## src/design/conv_pkg.sv

```systemverilog
package conv_pkg;

    // Default accumulator width; holds a 256-tap window of full-scale products
    localparam int DEF_ACC_W = 24;

    // Requantization shift applied after bias and ReLU
    localparam int DEF_SHIFT = 8;

    // Unsigned activation from the previous layer
    typedef logic [7:0] act_t;

    // Unsigned weight
    typedef logic [7:0] wgt_t;

    // Approximate product of one tap
    typedef logic [15:0] prod_t;

    // Lane sum and combined two-lane total
    typedef logic [23:0] sum_t;

    // Per-pixel bias
    typedef logic signed [15:0] bias_t;

    // Requantized output pixel
    typedef logic [7:0] pix_t;

endpackage

```

## src/design/tap_if.sv

```systemverilog
`timescale 1ns/1ps

interface tap_if;
    import conv_pkg::*;

    act_t act;   // Activation of the current tap
    wgt_t wgt;   // Weight of the current tap
    logic valid; // One tap per cycle with valid high
    logic first; // First tap of a window
    logic last;  // Final tap of a window

    modport src (
        output act,
        output wgt,
        output valid,
        output first,
        output last
    );

    modport snk (
        input act,
        input wgt,
        input valid,
        input first,
        input last
    );

endinterface

```

## src/design/approx_mult_xfyw.sv

```systemverilog
`timescale 1ns/1ps

module approx_mult_xfyw (
    input  conv_pkg::act_t  x,
    input  conv_pkg::wgt_t  y,
    output conv_pkg::prod_t z
);
    import conv_pkg::*;

    localparam int ROWS  = 8;
    localparam int CMP_W = 13;
    localparam int N_CMP = 6;

    wgt_t             row [ROWS];
    logic [CMP_W-1:0] cmp [N_CMP];
    prod_t            exact_hi;
    prod_t            approx_lo;

    // Row i is the weight gated by activation bit i
    always_comb begin
        for (int i = 0; i < ROWS; i++) begin
            row[i] = y & {8{x[i]}};
        end
    end

    // Rows 0 to 5 are compressed and bits 0 to 2 are dropped
    always_comb begin
        for (int k = 0; k < N_CMP; k++) begin
            cmp[k] = '0;
        end

        cmp[0][3]  = row[0][3] ^ row[1][2];
        cmp[0][4]  = row[4][0];
        cmp[0][5]  = row[2][2] & row[3][1];
        cmp[0][6]  = row[0][5] ^ row[1][4];
        cmp[0][7]  = row[0][7] ^ row[1][6];
        cmp[0][8]  = row[1][7];
        cmp[0][9]  = row[2][6] & row[3][5];
        cmp[0][10] = row[3][7];
        cmp[0][11] = row[4][6] & row[5][5];
        cmp[0][12] = row[4][7] & row[5][6];

        cmp[1][6]  = row[4][2] ^ row[5][1];
        cmp[1][7]  = row[2][5] & row[3][4];
        cmp[1][8]  = row[2][5] ^ row[3][4];
        cmp[1][9]  = row[2][7] | row[3][6];
        cmp[1][10] = row[4][6] ^ row[5][5];
        cmp[1][11] = row[4][7] ^ row[5][6];
        cmp[1][12] = row[5][7];

        cmp[2][8]  = row[2][6] | row[3][5];
        cmp[2][9]  = row[4][5] & row[5][4];

        cmp[3][8]  = row[4][3] & row[5][2];
        cmp[3][9]  = row[4][5] | row[5][4];

        cmp[4][8]  = row[4][3] | row[5][2];

        cmp[5][8]  = row[4][4] ^ row[5][3];
    end

    // The two top rows go in at full precision
    always_comb begin
        exact_hi = prod_t'({row[6], 6'b0}) + prod_t'({row[7], 7'b0});
    end

    always_comb begin
        approx_lo = '0;
        for (int k = 0; k < N_CMP; k++) begin
            approx_lo = approx_lo + prod_t'(cmp[k]);
        end
    end

    assign z = exact_hi + approx_lo;

endmodule

```

## src/design/mac_lane.sv

```systemverilog
`timescale 1ns/1ps

module mac_lane #(
    parameter int ACC_W = conv_pkg::DEF_ACC_W
) (
    input  logic           clk,
    input  logic           rst_n,
    tap_if.snk             tap,
    output conv_pkg::sum_t sum,
    output logic           done
);
    import conv_pkg::*;

    prod_t            prod;
    logic [ACC_W-1:0] acc;

    approx_mult_xfyw u_mult (
        .x (tap.act),
        .y (tap.wgt),
        .z (prod)
    );

    // A first tap reloads the accumulator so windows can run back to back
    always_ff @(posedge clk or negedge rst_n) begin
        if (!rst_n) begin
            acc <= '0;
        end else if (tap.valid) begin
            if (tap.first) begin
                acc <= ACC_W'(prod);
            end else begin
                acc <= acc + ACC_W'(prod);
            end
        end
    end

    // Done lines up with the cycle in which acc holds the window total
    always_ff @(posedge clk or negedge rst_n) begin
        if (!rst_n) begin
            done <= 1'b0;
        end else begin
            done <= tap.valid & tap.last;
        end
    end

    assign sum = sum_t'(acc); // Held until the next valid tap

endmodule

```

## src/design/conv_post.sv

```systemverilog
`timescale 1ns/1ps

module conv_post #(
    parameter int ACC_W = conv_pkg::DEF_ACC_W,
    parameter int SHIFT = conv_pkg::DEF_SHIFT
) (
    input  logic            clk,
    input  logic            rst_n,
    input  conv_pkg::sum_t  sum_a,
    input  logic            done_a,
    input  conv_pkg::sum_t  sum_b,
    input  logic            done_b,
    input  conv_pkg::bias_t bias,
    output conv_pkg::sum_t  total,
    output conv_pkg::pix_t  pix,
    output logic            out_valid
);
    import conv_pkg::*;

    localparam int TOT_W = ACC_W + 1;
    localparam int PRE_W = ACC_W + 2; // Room for the carry and a sign bit

    logic [ACC_W-1:0]        hold_a;
    logic [ACC_W-1:0]        hold_b;
    logic                    held_a;
    logic                    held_b;
    logic                    fire;
    logic [TOT_W-1:0]        tot_full;
    logic signed [PRE_W-1:0] pre_act;
    logic [PRE_W-1:0]        shifted;
    pix_t                    pix_next;

    assign fire = held_a & held_b;

    // Lane sums wait here until the slower lane catches up
    always_ff @(posedge clk) begin
        if (done_a) begin
            hold_a <= ACC_W'(sum_a);
        end
        if (done_b) begin
            hold_b <= ACC_W'(sum_b);
        end
    end

    // A done in the combine cycle starts the next pair
    always_ff @(posedge clk or negedge rst_n) begin
        if (!rst_n) begin
            held_a <= 1'b0;
            held_b <= 1'b0;
        end else begin
            held_a <= done_a | (held_a & ~fire);
            held_b <= done_b | (held_b & ~fire);
        end
    end

    always_comb begin
        tot_full = TOT_W'(hold_a) + TOT_W'(hold_b);
        pre_act  = $signed({1'b0, tot_full}) + PRE_W'(bias);
        shifted  = PRE_W'(pre_act) >> SHIFT;
        if (pre_act[PRE_W-1]) begin
            pix_next = '0; // ReLU
        end else if (shifted > PRE_W'(pix_t'('1))) begin
            pix_next = '1;
        end else begin
            pix_next = pix_t'(shifted);
        end
    end

    always_ff @(posedge clk or negedge rst_n) begin
        if (!rst_n) begin
            total     <= '0;
            pix       <= '0;
            out_valid <= 1'b0;
        end else begin
            out_valid <= fire;
            if (fire) begin
                total <= sum_t'(tot_full[ACC_W-1:0]);
                pix   <= pix_next;
            end
        end
    end

endmodule

```

## src/design/conv_dot_top.sv

```systemverilog
`timescale 1ns/1ps

module conv_dot_top #(
    parameter int ACC_W = conv_pkg::DEF_ACC_W,
    parameter int SHIFT = conv_pkg::DEF_SHIFT
) (
    input  logic            clk,
    input  logic            rst_n,
    input  conv_pkg::act_t  act_a,
    input  conv_pkg::wgt_t  wgt_a,
    input  logic            valid_a,
    input  logic            first_a,
    input  logic            last_a,
    input  conv_pkg::act_t  act_b,
    input  conv_pkg::wgt_t  wgt_b,
    input  logic            valid_b,
    input  logic            first_b,
    input  logic            last_b,
    input  conv_pkg::bias_t bias,
    output conv_pkg::sum_t  total,
    output conv_pkg::pix_t  pix,
    output logic            out_valid
);
    import conv_pkg::*;

    tap_if tap_a ();
    tap_if tap_b ();

    sum_t sum_a;
    sum_t sum_b;
    logic done_a;
    logic done_b;

    assign tap_a.act   = act_a;
    assign tap_a.wgt   = wgt_a;
    assign tap_a.valid = valid_a;
    assign tap_a.first = first_a;
    assign tap_a.last  = last_a;

    assign tap_b.act   = act_b;
    assign tap_b.wgt   = wgt_b;
    assign tap_b.valid = valid_b;
    assign tap_b.first = first_b;
    assign tap_b.last  = last_b;

    mac_lane #(.ACC_W(ACC_W)) u_lane_a (
        .clk   (clk),
        .rst_n (rst_n),
        .tap   (tap_a.snk),
        .sum   (sum_a),
        .done  (done_a)
    );

    mac_lane #(.ACC_W(ACC_W)) u_lane_b (
        .clk   (clk),
        .rst_n (rst_n),
        .tap   (tap_b.snk),
        .sum   (sum_b),
        .done  (done_b)
    );

    conv_post #(
        .ACC_W (ACC_W),
        .SHIFT (SHIFT)
    ) u_post (
        .clk       (clk),
        .rst_n     (rst_n),
        .sum_a     (sum_a),
        .done_a    (done_a),
        .sum_b     (sum_b),
        .done_b    (done_b),
        .bias      (bias),
        .total     (total),
        .pix       (pix),
        .out_valid (out_valid)
    );

endmodule

```

## config.mk

```make
export PLATFORM = sky130hd
export DESIGN_NAME = conv_dot_top
export DESIGN_NICKNAME = d
export VERILOG_FILES = /design/src/design/conv_pkg.sv /design/src/design/tap_if.sv /design/src/design/approx_mult_xfyw.sv /design/src/design/mac_lane.sv /design/src/design/conv_post.sv /design/src/design/conv_dot_top.sv
export SDC_FILE = /design/constraint.sdc
export NUM_CORES = 1
export LEC_CHECK = 0
export ABC_CLOCK_PERIOD_IN_PS = 4300
export BUFFER_PORTS_ARGS = -buffer_cell sky130_fd_sc_hd__buf_2
export CAP_MARGIN = 20
export CELL_PAD_IN_SITES_DETAIL_PLACEMENT = 1
export CELL_PAD_IN_SITES_GLOBAL_PLACEMENT = 2
export CORE_MARGIN = 1.5
export CORE_UTILIZATION = 35
export CTS_CLUSTER_SIZE = 25
export DETAILED_ROUTE_END_ITERATION = 7
export GPL_ROUTABILITY_DRIVEN = 0
export PLACE_DENSITY_LB_ADDON = 0.25
export RECOVER_POWER = 100
export SYNTH_ARGS = -nofsm -noshare
export SYNTH_HDL_FRONTEND = slang
export SYNTH_SLANG_ARGS = --single-unit
export TNS_END_PERCENT = 10
```

## constraint.sdc

```tcl
create_clock -name clk -period 4.3 [get_ports clk]
set_clock_uncertainty 0.2 [all_clocks]
set_input_delay 0.215 -clock clk [delete_from_list [all_inputs] [get_ports clk]]
set_output_delay 0.215 -clock clk [all_outputs]
set_load 0.005 [all_outputs]
```

==> results.sh, run 1 <==
export IMPL_outcome="complete, but fails checks"
export IMPL_violations="negative setup slack"
export IMPL_yosysTopAreaCell="dfrtp_1"
export IMPL_routed_top_layer="met4"
export IMPL_powerDensity_mw_per_mm2=677
export IMPL_drc=0
export IMPL_die_area_mm2=0.0284
export IMPL_htreeDepth=4
export IMPL_synthArstFlopShare_pct=64.7
export IMPL_post_route_cells_drive_above_1_share_pct=34.2
export IMPL_synth_most_common_cell="ha_1"
export IMPL_ys_warn_count=0
export IMPL_grt_setup_unrepaired="yes"
export IMPL_crit_path_top_delay_cell="fa_1"
export IMPL_area_sequential_mm2=0.00319
export IMPL_num_antenna_cells=0
export IMPL_switching_power_mw=3.44
export IMPL_cpLargestDelayFamily="adder cells"
export IMPL_period_minus_slack_ns=4.81
export IMPL_p_comb_share_pct=65.0
export IMPL_die_height_um=168
export IMPL_core_area_mm2=0.0269
export IMPL_worst_endpoint_required_ns=4.42
export IMPL_synth_top_area_share_pct=20.1
export IMPL_clock_sinks=119
export IMPL_synth_edff_count=42
export IMPL_ys_ff_latch=119
export IMPL_die_w_um=168
export IMPL_p_leak_nw=6.25
export IMPL_hold_viol_final=0
export IMPL_hpwl_um=19600
export IMPL_insertion_delay_ns=0.42
export IMPL_layout_nets=1494
export IMPL_dr_wl_met2_um=12700
export IMPL_slowest_delay_ns=0.52
export IMPL_via_count=8076
export IMPL_hp_class="input pin to flop"
export IMPL_crit_type="input pin to flop"
export IMPL_ant_nets=0
export IMPL_nFillCells=3077
export IMPL_critPathMaxFanout=6
export IMPL_rrSetupSlack_ns=-0.37
export IMPL_sw_frac_of_total_pct=38.7
export IMPL_maxSlewHeadroom_pct=35.7
export IMPL_start_util_pct=35.6
export IMPL_syn_avg_cell_area_um2=9.68
export IMPL_clkTransAtPathRegs_ns=0.06
export IMPL_start_kind="input pin"
export IMPL_wl_per_cell_um=15.1
export IMPL_grt_pass1_vias=8627
export IMPL_synthDistinctLibCells=67
export IMPL_dr_wl_met3_um=409
export IMPL_grt_max_degree=44
export IMPL_worstPathCellList="clkbuf_4, and2_4, ha_4, fa_1, inv_2, fa_1, inv_2, fa_1, ha_4, ha_4, inv_2, fa_2, xnor2_2, ha_1, a21o_1, a31o_4, a2111oi_4, nor2_2, buf_4, a41o_1, o311ai_1"
export IMPL_seq_power_share_pct=19.9
export IMPL_cp_end_kind="flop"
export IMPL_maxSlewViolCount=0
export IMPL_rows=60
export IMPL_tightest_slew_ns=0.964
export IMPL_synth_flop_cell="dfrtp_1"
export IMPL_io_pins=89
export IMPL_grt_pass1_wl_um=42200
export IMPL_fmax_mhz=208
export IMPL_met1Wirelength_um=11400
export IMPL_drt_total_wl_um=24800
export IMPL_grt_total_usage_pct=18.4
export IMPL_fin_ws_ns=-0.506
export IMPL_cap_violations=0
export IMPL_area_growth_pct=37.0
export IMPL_cts_buffers=17
export IMPL_synth_area_top_cells="dfrtp_1 20%, ha_1 14%, edfxtp_1 13%"
export IMPL_p_int_mw=5.45
export IMPL_cts_tree="yes"
export IMPL_cts_path_max_buffers=2
export IMPL_setup_viol=32
export IMPL_synthTopCellsByCount="110 x ha_1, 86 x nand2_1, 85 x inv_1"
export IMPL_antenna_found_initial=0
export IMPL_hold_slack_ns=0.102
export IMPL_dp_cells=1586
export IMPL_syn_inst=989
export IMPL_crit_arrival_ns=4.92
export IMPL_overflow=0
export IMPL_drt_iter0_drc=206
export IMPL_cp_num_buf_inv=5
export IMPL_clockRootBuffer="clkbuf_16"
export IMPL_first_pass_iters=4
export IMPL_synth_area_mm2=0.00958
export IMPL_final_cells=1638
export IMPL_viasPerCell=4.93
export IMPL_fin_crit_sh_pct=112
export IMPL_tns_ns=-9.95
export IMPL_numPortBuffers=86
export IMPL_multi_input_area_mm2=0.00655
export IMPL_yosysSeqAreaShare_pct=33.3
export IMPL_vdd_drop_max_mv=0.305
export IMPL_p_clk_share_pct=15.1
[per-stage QoR]
stage	setup WS (ns)	power [mW]	utilization, %	area, um2
detailed placement	-1.13	6.94	44.2	11900
CTS	-0.602	8.68	47.6	12800
floorplan	-0.632	4.90	-	9680
global route	-0.642	9.69	48.8	13100
global placement	-1.02	6.80	44.2	11900
finish	-0.506	8.89	48.8	13100
[logic make-up after synthesis]
logic type | share of synthesized area (%)
and+or+nand+nor | 15.2
AOI/OAI and AO/OA | 14.7
adders and majority gates | 23.6
DFF | 33.3
buffers and inverters | 4.35
xor gates and xnor gates | 6.22
muxes | 2.59
other | 0.0392
[placed cells by master (no fill, tap or decap), types with 11 or more instances in the layout]
master | synthesis | final
fa_1 | 44 | 36
a21o_1 | 19 | 19
a21oi_1 | 83 | 71
nor2b_1 | 17 | 16
buf_2 | 0 | 76
xor2_1 | 25 | 20
nor2_1 | 71 | 67
inv_1 | 85 | 75
o21ai_1 | 9 | 12
and2_1 | 46 | 38
clkbuf_16 | 0 | 17
edfxtp_1 | 42 | 42
xnor2_1 | 43 | 34
mux2_2 | 14 | 14
nand3_1 | 17 | 14
nor3_1 | 21 | 17
nand2_1 | 86 | 84
dfrtp_1 | 77 | 77
o21ai_0 | 22 | 16
ha_4 | 0 | 13
ha_1 | 110 | 96
buf_4 | 2 | 209
inv_2 | 1 | 11
[power groups by stage]
| stage | registers (mW) | clock network, mW | logic (mW) |
|---|---|---|---|
| after floorplan | 1.70 | 0 | 3.20 |
| final | 1.77 | 1.34 | 5.77 |
| after detailed placement | 1.79 | 0 | 5.15 |
| after global routing | 1.81 | 1.43 | 6.45 |
| after CTS | 1.78 | 1.38 | 5.53 |
| after global placement | 1.78 | 0 | 5.03 |
[cell type report]
type                            instances  area share (%)
Clock buffer                           24            3.67
Clock inverter                          8           0.553
Inverter                               86            2.46
Multi-Input combinational cell        763            49.9
Sequential cell                       119            24.3
Tap cell                              341            3.25
Timing Repair Buffer                  297            15.9
[worst register-to-register path: cells and delay by family (launching register included)]
kind | cells | cell delay [ns]
AOI/OAI and AO/OA | 10 | 1.94
buffers and inverters | 5 | 0.60
DFF | 1 | 0.45
and+or+nand+nor | 3 | 0.45
xor gates and xnor gates | 2 | 0.38
adders and majority gates | 2 | 0.52
[worst paths after layout]
kind / startpoint / end / cells after the start
max reg2reg: u_post.hold_a[4] / u_post.pix[3] / 22
max: act_a[4] / u_lane_a.sum[21] / 21
min reg2reg: u_post.total[18] / u_post.total[18] / 2
max in group asynchronous: rst_n / u_lane_b.sum[19] / 3
min in group asynchronous: rst_n / u_lane_b.sum[4] / 2
min: first_b / u_lane_b.sum[16] / 2
[flip-flops by register name, indices dropped and copies added (netlist names), 8 cells and up]
register / cells
u_lane_a.sum: 21
u_lane_b.sum: 21
u_post.hold_b: 21
u_post.total: 22
u_post.hold_a: 21
u_post.pix: 8
[per-layer routing]
| layer | GRT usage (%) | vias to the layer above |
|---|---|---|
| li1 | - | 4048 |
| met1 | 23.2 | 3912 |
| met2 | 33.6 | 96 |
| met3 | 1.95 | 20 |
| met4 | 4.50 | 0 |
| met5 | 0 | - |
[timing repair]
action,in CTS,in global routing
buffers inserted,11,6
resized for setup,50,65
endpoints found under the hold margin,44,0
endpoints found under the setup margin,32,33
pin swaps,45,57
hold buffers,3,0
Power figures use the tool's default switching activity.
==> run 2: changes to the inputs <==
- ABC_CLOCK_PERIOD_IN_PS: 4300 -> 5390
- CORE_UTILIZATION: 35 -> 39
- clock period: 4.3 -> 5.39 ns (I/O delays scaled with it)
==> run 2 against run 1 <==
  * The run ends with max-capacitance violations, max-slew violations left
  * Clock power fell by 10%
  * Sequential power fell by 20%
  * Wire length fell by 8.9%
  * Largest power group unchanged
  * Sequential share of layout area rose by 3.5 points
  * Critical path depth rose by 1
  * Critical path type unchanged
  * Non-clock buffer count fell by 141
  * Utilization fell by 1.4 points
  * Power fell by 31%
  * Register-to-register slack improved by 0.71 ns
==> results.sh, run 2 (synthesis results as in run 1) <==
export IMPL_outcome="complete, but fails checks"
export IMPL_violations="max-capacitance violations, max-slew violations"
export IMPL_post_route_cells_drive_above_1_share_pct=16.1
export IMPL_fin_crit_sh_pct=96.0
export IMPL_p_comb_share_pct=57.3
export IMPL_num_antenna_cells=0
export IMPL_insertion_delay_ns=0.42
export IMPL_first_pass_iters=4
export IMPL_largest_register="u_post.total"
export IMPL_drt_iter0_drc=249
export IMPL_final_cells=1480
export IMPL_sw_frac_of_total_pct=39.2
export IMPL_hp_class="input pin to flop"
export IMPL_clockRootBuffer="clkbuf_16"
export IMPL_area_growth_pct=19.8
export IMPL_overflow=0
export IMPL_seq_power_share_pct=23.0
export IMPL_switching_power_mw=2.40
export IMPL_layout_nets=1353
export IMPL_cap_violations=1
export IMPL_grt_setup_unrepaired="yes"
export IMPL_maxSlewViolCount=58
export IMPL_p_clk_share_pct=19.7
export IMPL_tns_ns=0
export IMPL_slowest_delay_ns=0.52
export IMPL_crit_path_top_delay_cell="fa_1"
export IMPL_cpLargestDelayFamily="adder cells"
export IMPL_p_leak_nw=5.41
export IMPL_startpoint="act_a[4]"
export IMPL_layout_commonest_cell="ha_1"
export IMPL_worst_endpoint_required_ns=5.46
export IMPL_total_power_mw=6.12
export IMPL_die_height_um=160
export IMPL_hpwl_um=17900
export IMPL_numPortBuffers=86
export IMPL_die_area_mm2=0.0255
export IMPL_worstHoldStart="first_b"
export IMPL_cp_end_kind="flop"
export IMPL_vdd_drop_max_mv=0.248
export IMPL_final_cell_mix="110 x ha_1, 86 x nand2_1, 85 x inv_1"
export IMPL_pre_cts_slack_ns=-0.300
export IMPL_hold_viol_final=0
export IMPL_htreeDepth=4
export IMPL_post_cts_buffers=0
export IMPL_drt_total_wl_um=22600
export IMPL_rows=57
export IMPL_largest_register_ff_count=22
export IMPL_powerDensity_mw_per_mm2=533
export IMPL_cts_path_max_buffers=2
export IMPL_setup_viol=0
export IMPL_io_pins=89
export IMPL_critPathMaxFanout=6
export IMPL_die_w_um=160
export IMPL_core_area_mm2=0.0242
export IMPL_start_kind="input pin"
export IMPL_cp_num_buf_inv=6
export IMPL_p_int_mw=3.72
export IMPL_grt_pass1_vias=8002
export IMPL_r2r_start="u_post.hold_a[4]"
export IMPL_fin_ws_ns=0.218
export IMPL_clock_sinks=119
export IMPL_hold_slack_ns=0.144
export IMPL_dp_cells=1445
export IMPL_maxSlewHeadroom_pct=-7.79
export IMPL_clkTransAtPathRegs_ns=0.06
export IMPL_grt_max_degree=58
export IMPL_grt_pass1_wl_um=39100
export IMPL_worstPathCellList="buf_2, and2_1, ha_1, fa_1, inv_1, fa_1, inv_1, fa_1, ha_1, ha_1, inv_1, fa_1, xnor2_2, ha_1, a21o_1, a31o_2, a2111oi_2, clkbuf_4, buf_4, nor4_1, mux2i_1, o22ai_1"
export IMPL_grt_total_usage_pct=18.9
export IMPL_ant_nets=0
export IMPL_wl_per_cell_um=15.3
export IMPL_via_count=7514
export IMPL_start_util_pct=39.6
export IMPL_cts_buffers=17
export IMPL_tightest_slew_ns=1.62
export IMPL_crit_arrival_ns=5.24
export IMPL_viasPerCell=5.08
export IMPL_drc=0
export IMPL_crit_type="input pin to flop"
export IMPL_cts_tree="yes"
export IMPL_fmax_mhz=193
export IMPL_period_minus_slack_ns=5.17
export IMPL_antenna_found_initial=0
## run 2: cell count changes in the layout (fill, tap and decap cells not counted), moves of 9 or more
cell / previous run / this run
ha_4: 13 / 0
buf_4: 209 / 58
ha_1: 96 / 110
buf_2: 76 / 67
a21oi_2: 10 / 0
inv_2: 11 / 1
a21oi_1: 71 / 83
inv_1: 75 / 85
clkbuf_1: 4 / 23
## run 2: cell type report
cell class	instances	area, um2
fill	2801	12700
timing repair buffer	156	925
tap	324	405
clock inverter	10	150
sequential	119	3190
multi-input combinational	763	6010
inverter	86	323
clock buffer	22	474
## run 2: worst reg2reg max path: cells and delay by family (launching register included)
kind	cells	cell delay (ns)
simple gates	3	0.57
fa+ha+maj	2	0.69
compound gates	12	2.79
flops	1	0.41
xor+xnor	2	0.27
## run 2: what timing repair did
action	in CTS	in global routing
gates resized for setup	0	6
setup endpoints to repair	0	18
endpoints found under the hold margin	22	0
hold buffers	3	0
## run 2: power by group through the flow
stage | combinational [mW] | sequential (mW) | clock [mW]
5_1_grt | 4.00 | 1.45 | 1.27
2_1_floorplan | 2.41 | 1.36 | 0
6_report | 3.51 | 1.41 | 1.20
4_1_cts | 3.54 | 1.41 | 1.23
3_3_place_gp | 3.42 | 1.42 | 0
3_5_place_dp | 3.49 | 1.43 | 0
## run 2: metrics by stage
| stage | utilization, % | instance area (um2) |
|---|---|---|
| after floorplan | - | 9590 |
| after global placement | 44.8 | 10800 |
| after detailed placement | 44.8 | 10800 |
| after CTS | 47.5 | 11500 |
| after global routing | 47.5 | 11500 |
| final | 47.5 | 11500 |
## run 2: final timing paths
kind                                          end  slack, ns  cells past startpoint
worst max register to register      u_post.pix[4]       0.34                     19
max in group asynchronous        u_post.total[22]       2.50                      3
worst min register to register  u_post.hold_a[18]       0.25                      0
worst max-delay path             u_lane_a.sum[23]       0.22                     22
worst min-delay path             u_lane_b.sum[16]       0.14                      2
min in group asynchronous         u_post.total[3]       0.35                      2
## run 2: per-layer routing
metal | routed length [um] | track usage (%) | vias up | share of wire, %
met2 | 11200 | 33.9 | 86 | 49
met1 | 10700 | 23.9 | 3640 | 47
li1 | - | - | 3768 | -
met4 | 235 | 4.50 | 0 | 1.0
met5 | 0 | 0 | - | 0
met3 | 526 | 2.68 | 20 | 2.3
==> run 3: changes to the inputs <==
- PLACE_DENSITY_LB_ADDON: 0.25 -> 0.08
==> run 3 against run 2 <==
  * The run still ends with max-capacitance violations, max-slew violations left
  * Clock power down 5%
  * Cell count down 0.41%
  * Via count down 0.57%
  * Cell area down 0.69%
  * Global-route usage down 0.15 points
  * Largest cell class unchanged
  * Highest routed layer unchanged
  * Sequential share of layout area up 0.19 points
  * Non-clock buffer count down 6
  * Power down 1.3%
  * Combinational power about the same
  * Critical path depth down 1
  * Wire length up 0.83%
==> results.sh, run 3 (synthesis results as in run 1) <==
export IMPL_outcome="complete, but fails checks"
export IMPL_violations="max-capacitance violations, max-slew violations"
export IMPL_insertion_delay_ns=0.42
export IMPL_clock_sinks=119
export IMPL_hpwl_um=18100
export IMPL_tns_ns=0
export IMPL_clkTransAtPathRegs_ns=0.05
export IMPL_die_height_um=160
export IMPL_drt_iter0_drc=232
export IMPL_antenna_found_initial=0
export IMPL_p_leak_nw=5.37
export IMPL_die_w_um=160
export IMPL_setup_viol=0
export IMPL_hold_slack_ns=0.146
export IMPL_fmax_mhz=194
export IMPL_cts_tree="yes"
export IMPL_slowest_delay_ns=0.53
export IMPL_area_growth_pct=19.0
export IMPL_grt_pass1_wl_um=38700
export IMPL_core_area_mm2=0.0242
export IMPL_layout_nets=1347
export IMPL_via_count=7471
export IMPL_overflow=0
export IMPL_start_util_pct=39.6
export IMPL_post_route_cells_drive_above_1_share_pct=16.0
export IMPL_maxSlewHeadroom_pct=-21.7
export IMPL_grt_total_usage_pct=18.7
export IMPL_clockRootBuffer="clkbuf_16"
export IMPL_crit_path_top_delay_cell="fa_1"
export IMPL_io_pins=89
export IMPL_grt_setup_unrepaired="yes"
export IMPL_vdd_drop_max_mv=0.222
export IMPL_powerDensity_mw_per_mm2=530
export IMPL_critPathMaxFanout=6
export IMPL_grt_max_degree=49
export IMPL_maxSlewViolCount=31
export IMPL_pre_cts_slack_ns=-0.261
export IMPL_hp_class="input pin to flop"
export IMPL_fin_ws_ns=0.239
export IMPL_grt_pass1_vias=7762
export IMPL_drc=0
export IMPL_final_cell_area_mm2=0.0114
export IMPL_period_minus_slack_ns=5.15
export IMPL_ant_nets=0
export IMPL_hold_viol_final=0
export IMPL_cts_path_max_buffers=2
export IMPL_cap_violations=1
export IMPL_htreeDepth=4
export IMPL_fin_crit_sh_pct=95.6
export IMPL_largest_register_ff_count=22
export IMPL_cp_end_kind="flop"
export IMPL_worst_endpoint_required_ns=5.51
export IMPL_layout_commonest_cell="ha_1"
export IMPL_numPortBuffers=86
export IMPL_drt_total_wl_um=22800
export IMPL_cp_num_buf_inv=5
export IMPL_cts_buffers=17
export IMPL_wl_per_cell_um=15.5
export IMPL_first_pass_iters=4
export IMPL_place_area_mm2=0.0108
export IMPL_start_kind="input pin"
export IMPL_crit_arrival_ns=5.28
export IMPL_crit_type="input pin to flop"
export IMPL_worstPathCellList="buf_2, and2_1, ha_1, fa_1, inv_1, fa_1, inv_1, fa_1, ha_1, ha_1, inv_1, fa_1, xnor2_2, ha_1, a21o_1, a31o_2, a2111oi_2, buf_4, nor2_1, a311o_1, o211ai_1"
export IMPL_rows=57
export IMPL_tightest_slew_ns=1.83
export IMPL_largest_register="u_post.total"
export IMPL_cpLargestDelayFamily="adder cells"
export IMPL_num_antenna_cells=0
export IMPL_die_area_mm2=0.0255
export IMPL_viasPerCell=5.07
export IMPL_post_cts_buffers=0
export IMPL_final_cell_mix="110 x ha_1, 86 x nand2_1, 85 x inv_1"
[run 3: changes by cell type in the layout (fill, tap and decap cells not counted), moves of 2 or more]
| cell | previous run | this run |
|---|---|---|
| buf_2 | 67 | 72 |
| buf_4 | 58 | 53 |
| clkbuf_1 | 23 | 20 |
| clkinv_1 | 3 | 0 |
| clkbuf_8 | 3 | 1 |
| clkinv_2 | 2 | 4 |
[run 3: cell type report]
cell class / instances / area, um2
fill: 2841 / 12800
multi-input combinational: 763 / 6010
sequential: 119 / 3190
timing repair buffer: 150 / 888
clock buffer: 23 / 458
tap: 324 / 405
inverter: 86 / 323
clock inverter: 9 / 126
[run 3: layer usage]
layer	GRT usage, %	up-vias	wire length [um]
li1	-	3758	-
met1	24.9	3581	11100
met2	31.7	110	10800
met3	2.78	22	567
met4	5.36	0	328
met5	0	-	0
[run 3: worst register-to-register path: cells and delay by family, from the launching register on]
kind / cells / cell delay (ns)
AO/OA/AOI/OAI: 9 / 2.43
AND/OR/NAND/NOR: 6 / 1.10
adder cells (fa/ha/maj): 2 / 0.72
flip-flops: 1 / 0.41
XOR/XNOR: 1 / 0.10
[run 3: power by group]
part / leakage (nW) / switching [mW] / internal [mW]
logic: 3.75 / 1.79 / 1.70
registers: 1.33 / 0.196 / 1.21
clock network: 0.285 / 0.406 / 0.736
[run 3: repair_timing]
item	in CTS	in global routing
hold buffers	3	0
endpoints found under the hold margin	31	0
setup endpoints to repair	0	15
gates resized for setup	0	6
[run 3: path summary, 6_finish.rpt]
| check | cells after the start | from | slack [ns] | end |
|---|---|---|---|---|
| worst max-delay path | 21 | act_a[4] | 0.24 | u_lane_a.sum[19] |
| max in group asynchronous | 3 | rst_n | 2.17 | u_lane_a.sum[14] |
| worst min-delay path | 2 | first_b | 0.15 | u_lane_b.sum[16] |
| min in group asynchronous | 2 | rst_n | 0.69 | u_post.total[3] |
| worst max register to register | 18 | u_post.hold_a[5] | 0.32 | u_post.pix[7] |
| worst min register to register | 0 | u_lane_b.sum[23] | 0.26 | u_post.hold_b[23] |
[run 3: per-stage QoR]
| step | std cells | utilization [%] | total power, mW |
|---|---|---|---|
| 6_report | 1474 | 47.1 | 6.04 |
| 5_1_grt | 1474 | 47.1 | 6.64 |
| 4_1_cts | 1474 | 47.2 | 6.12 |
| 3_5_place_dp | 1439 | 44.6 | 4.91 |
| 3_3_place_gp | 1439 | 44.6 | 4.85 |
| 2_1_floorplan | 991 | - | 3.77 |
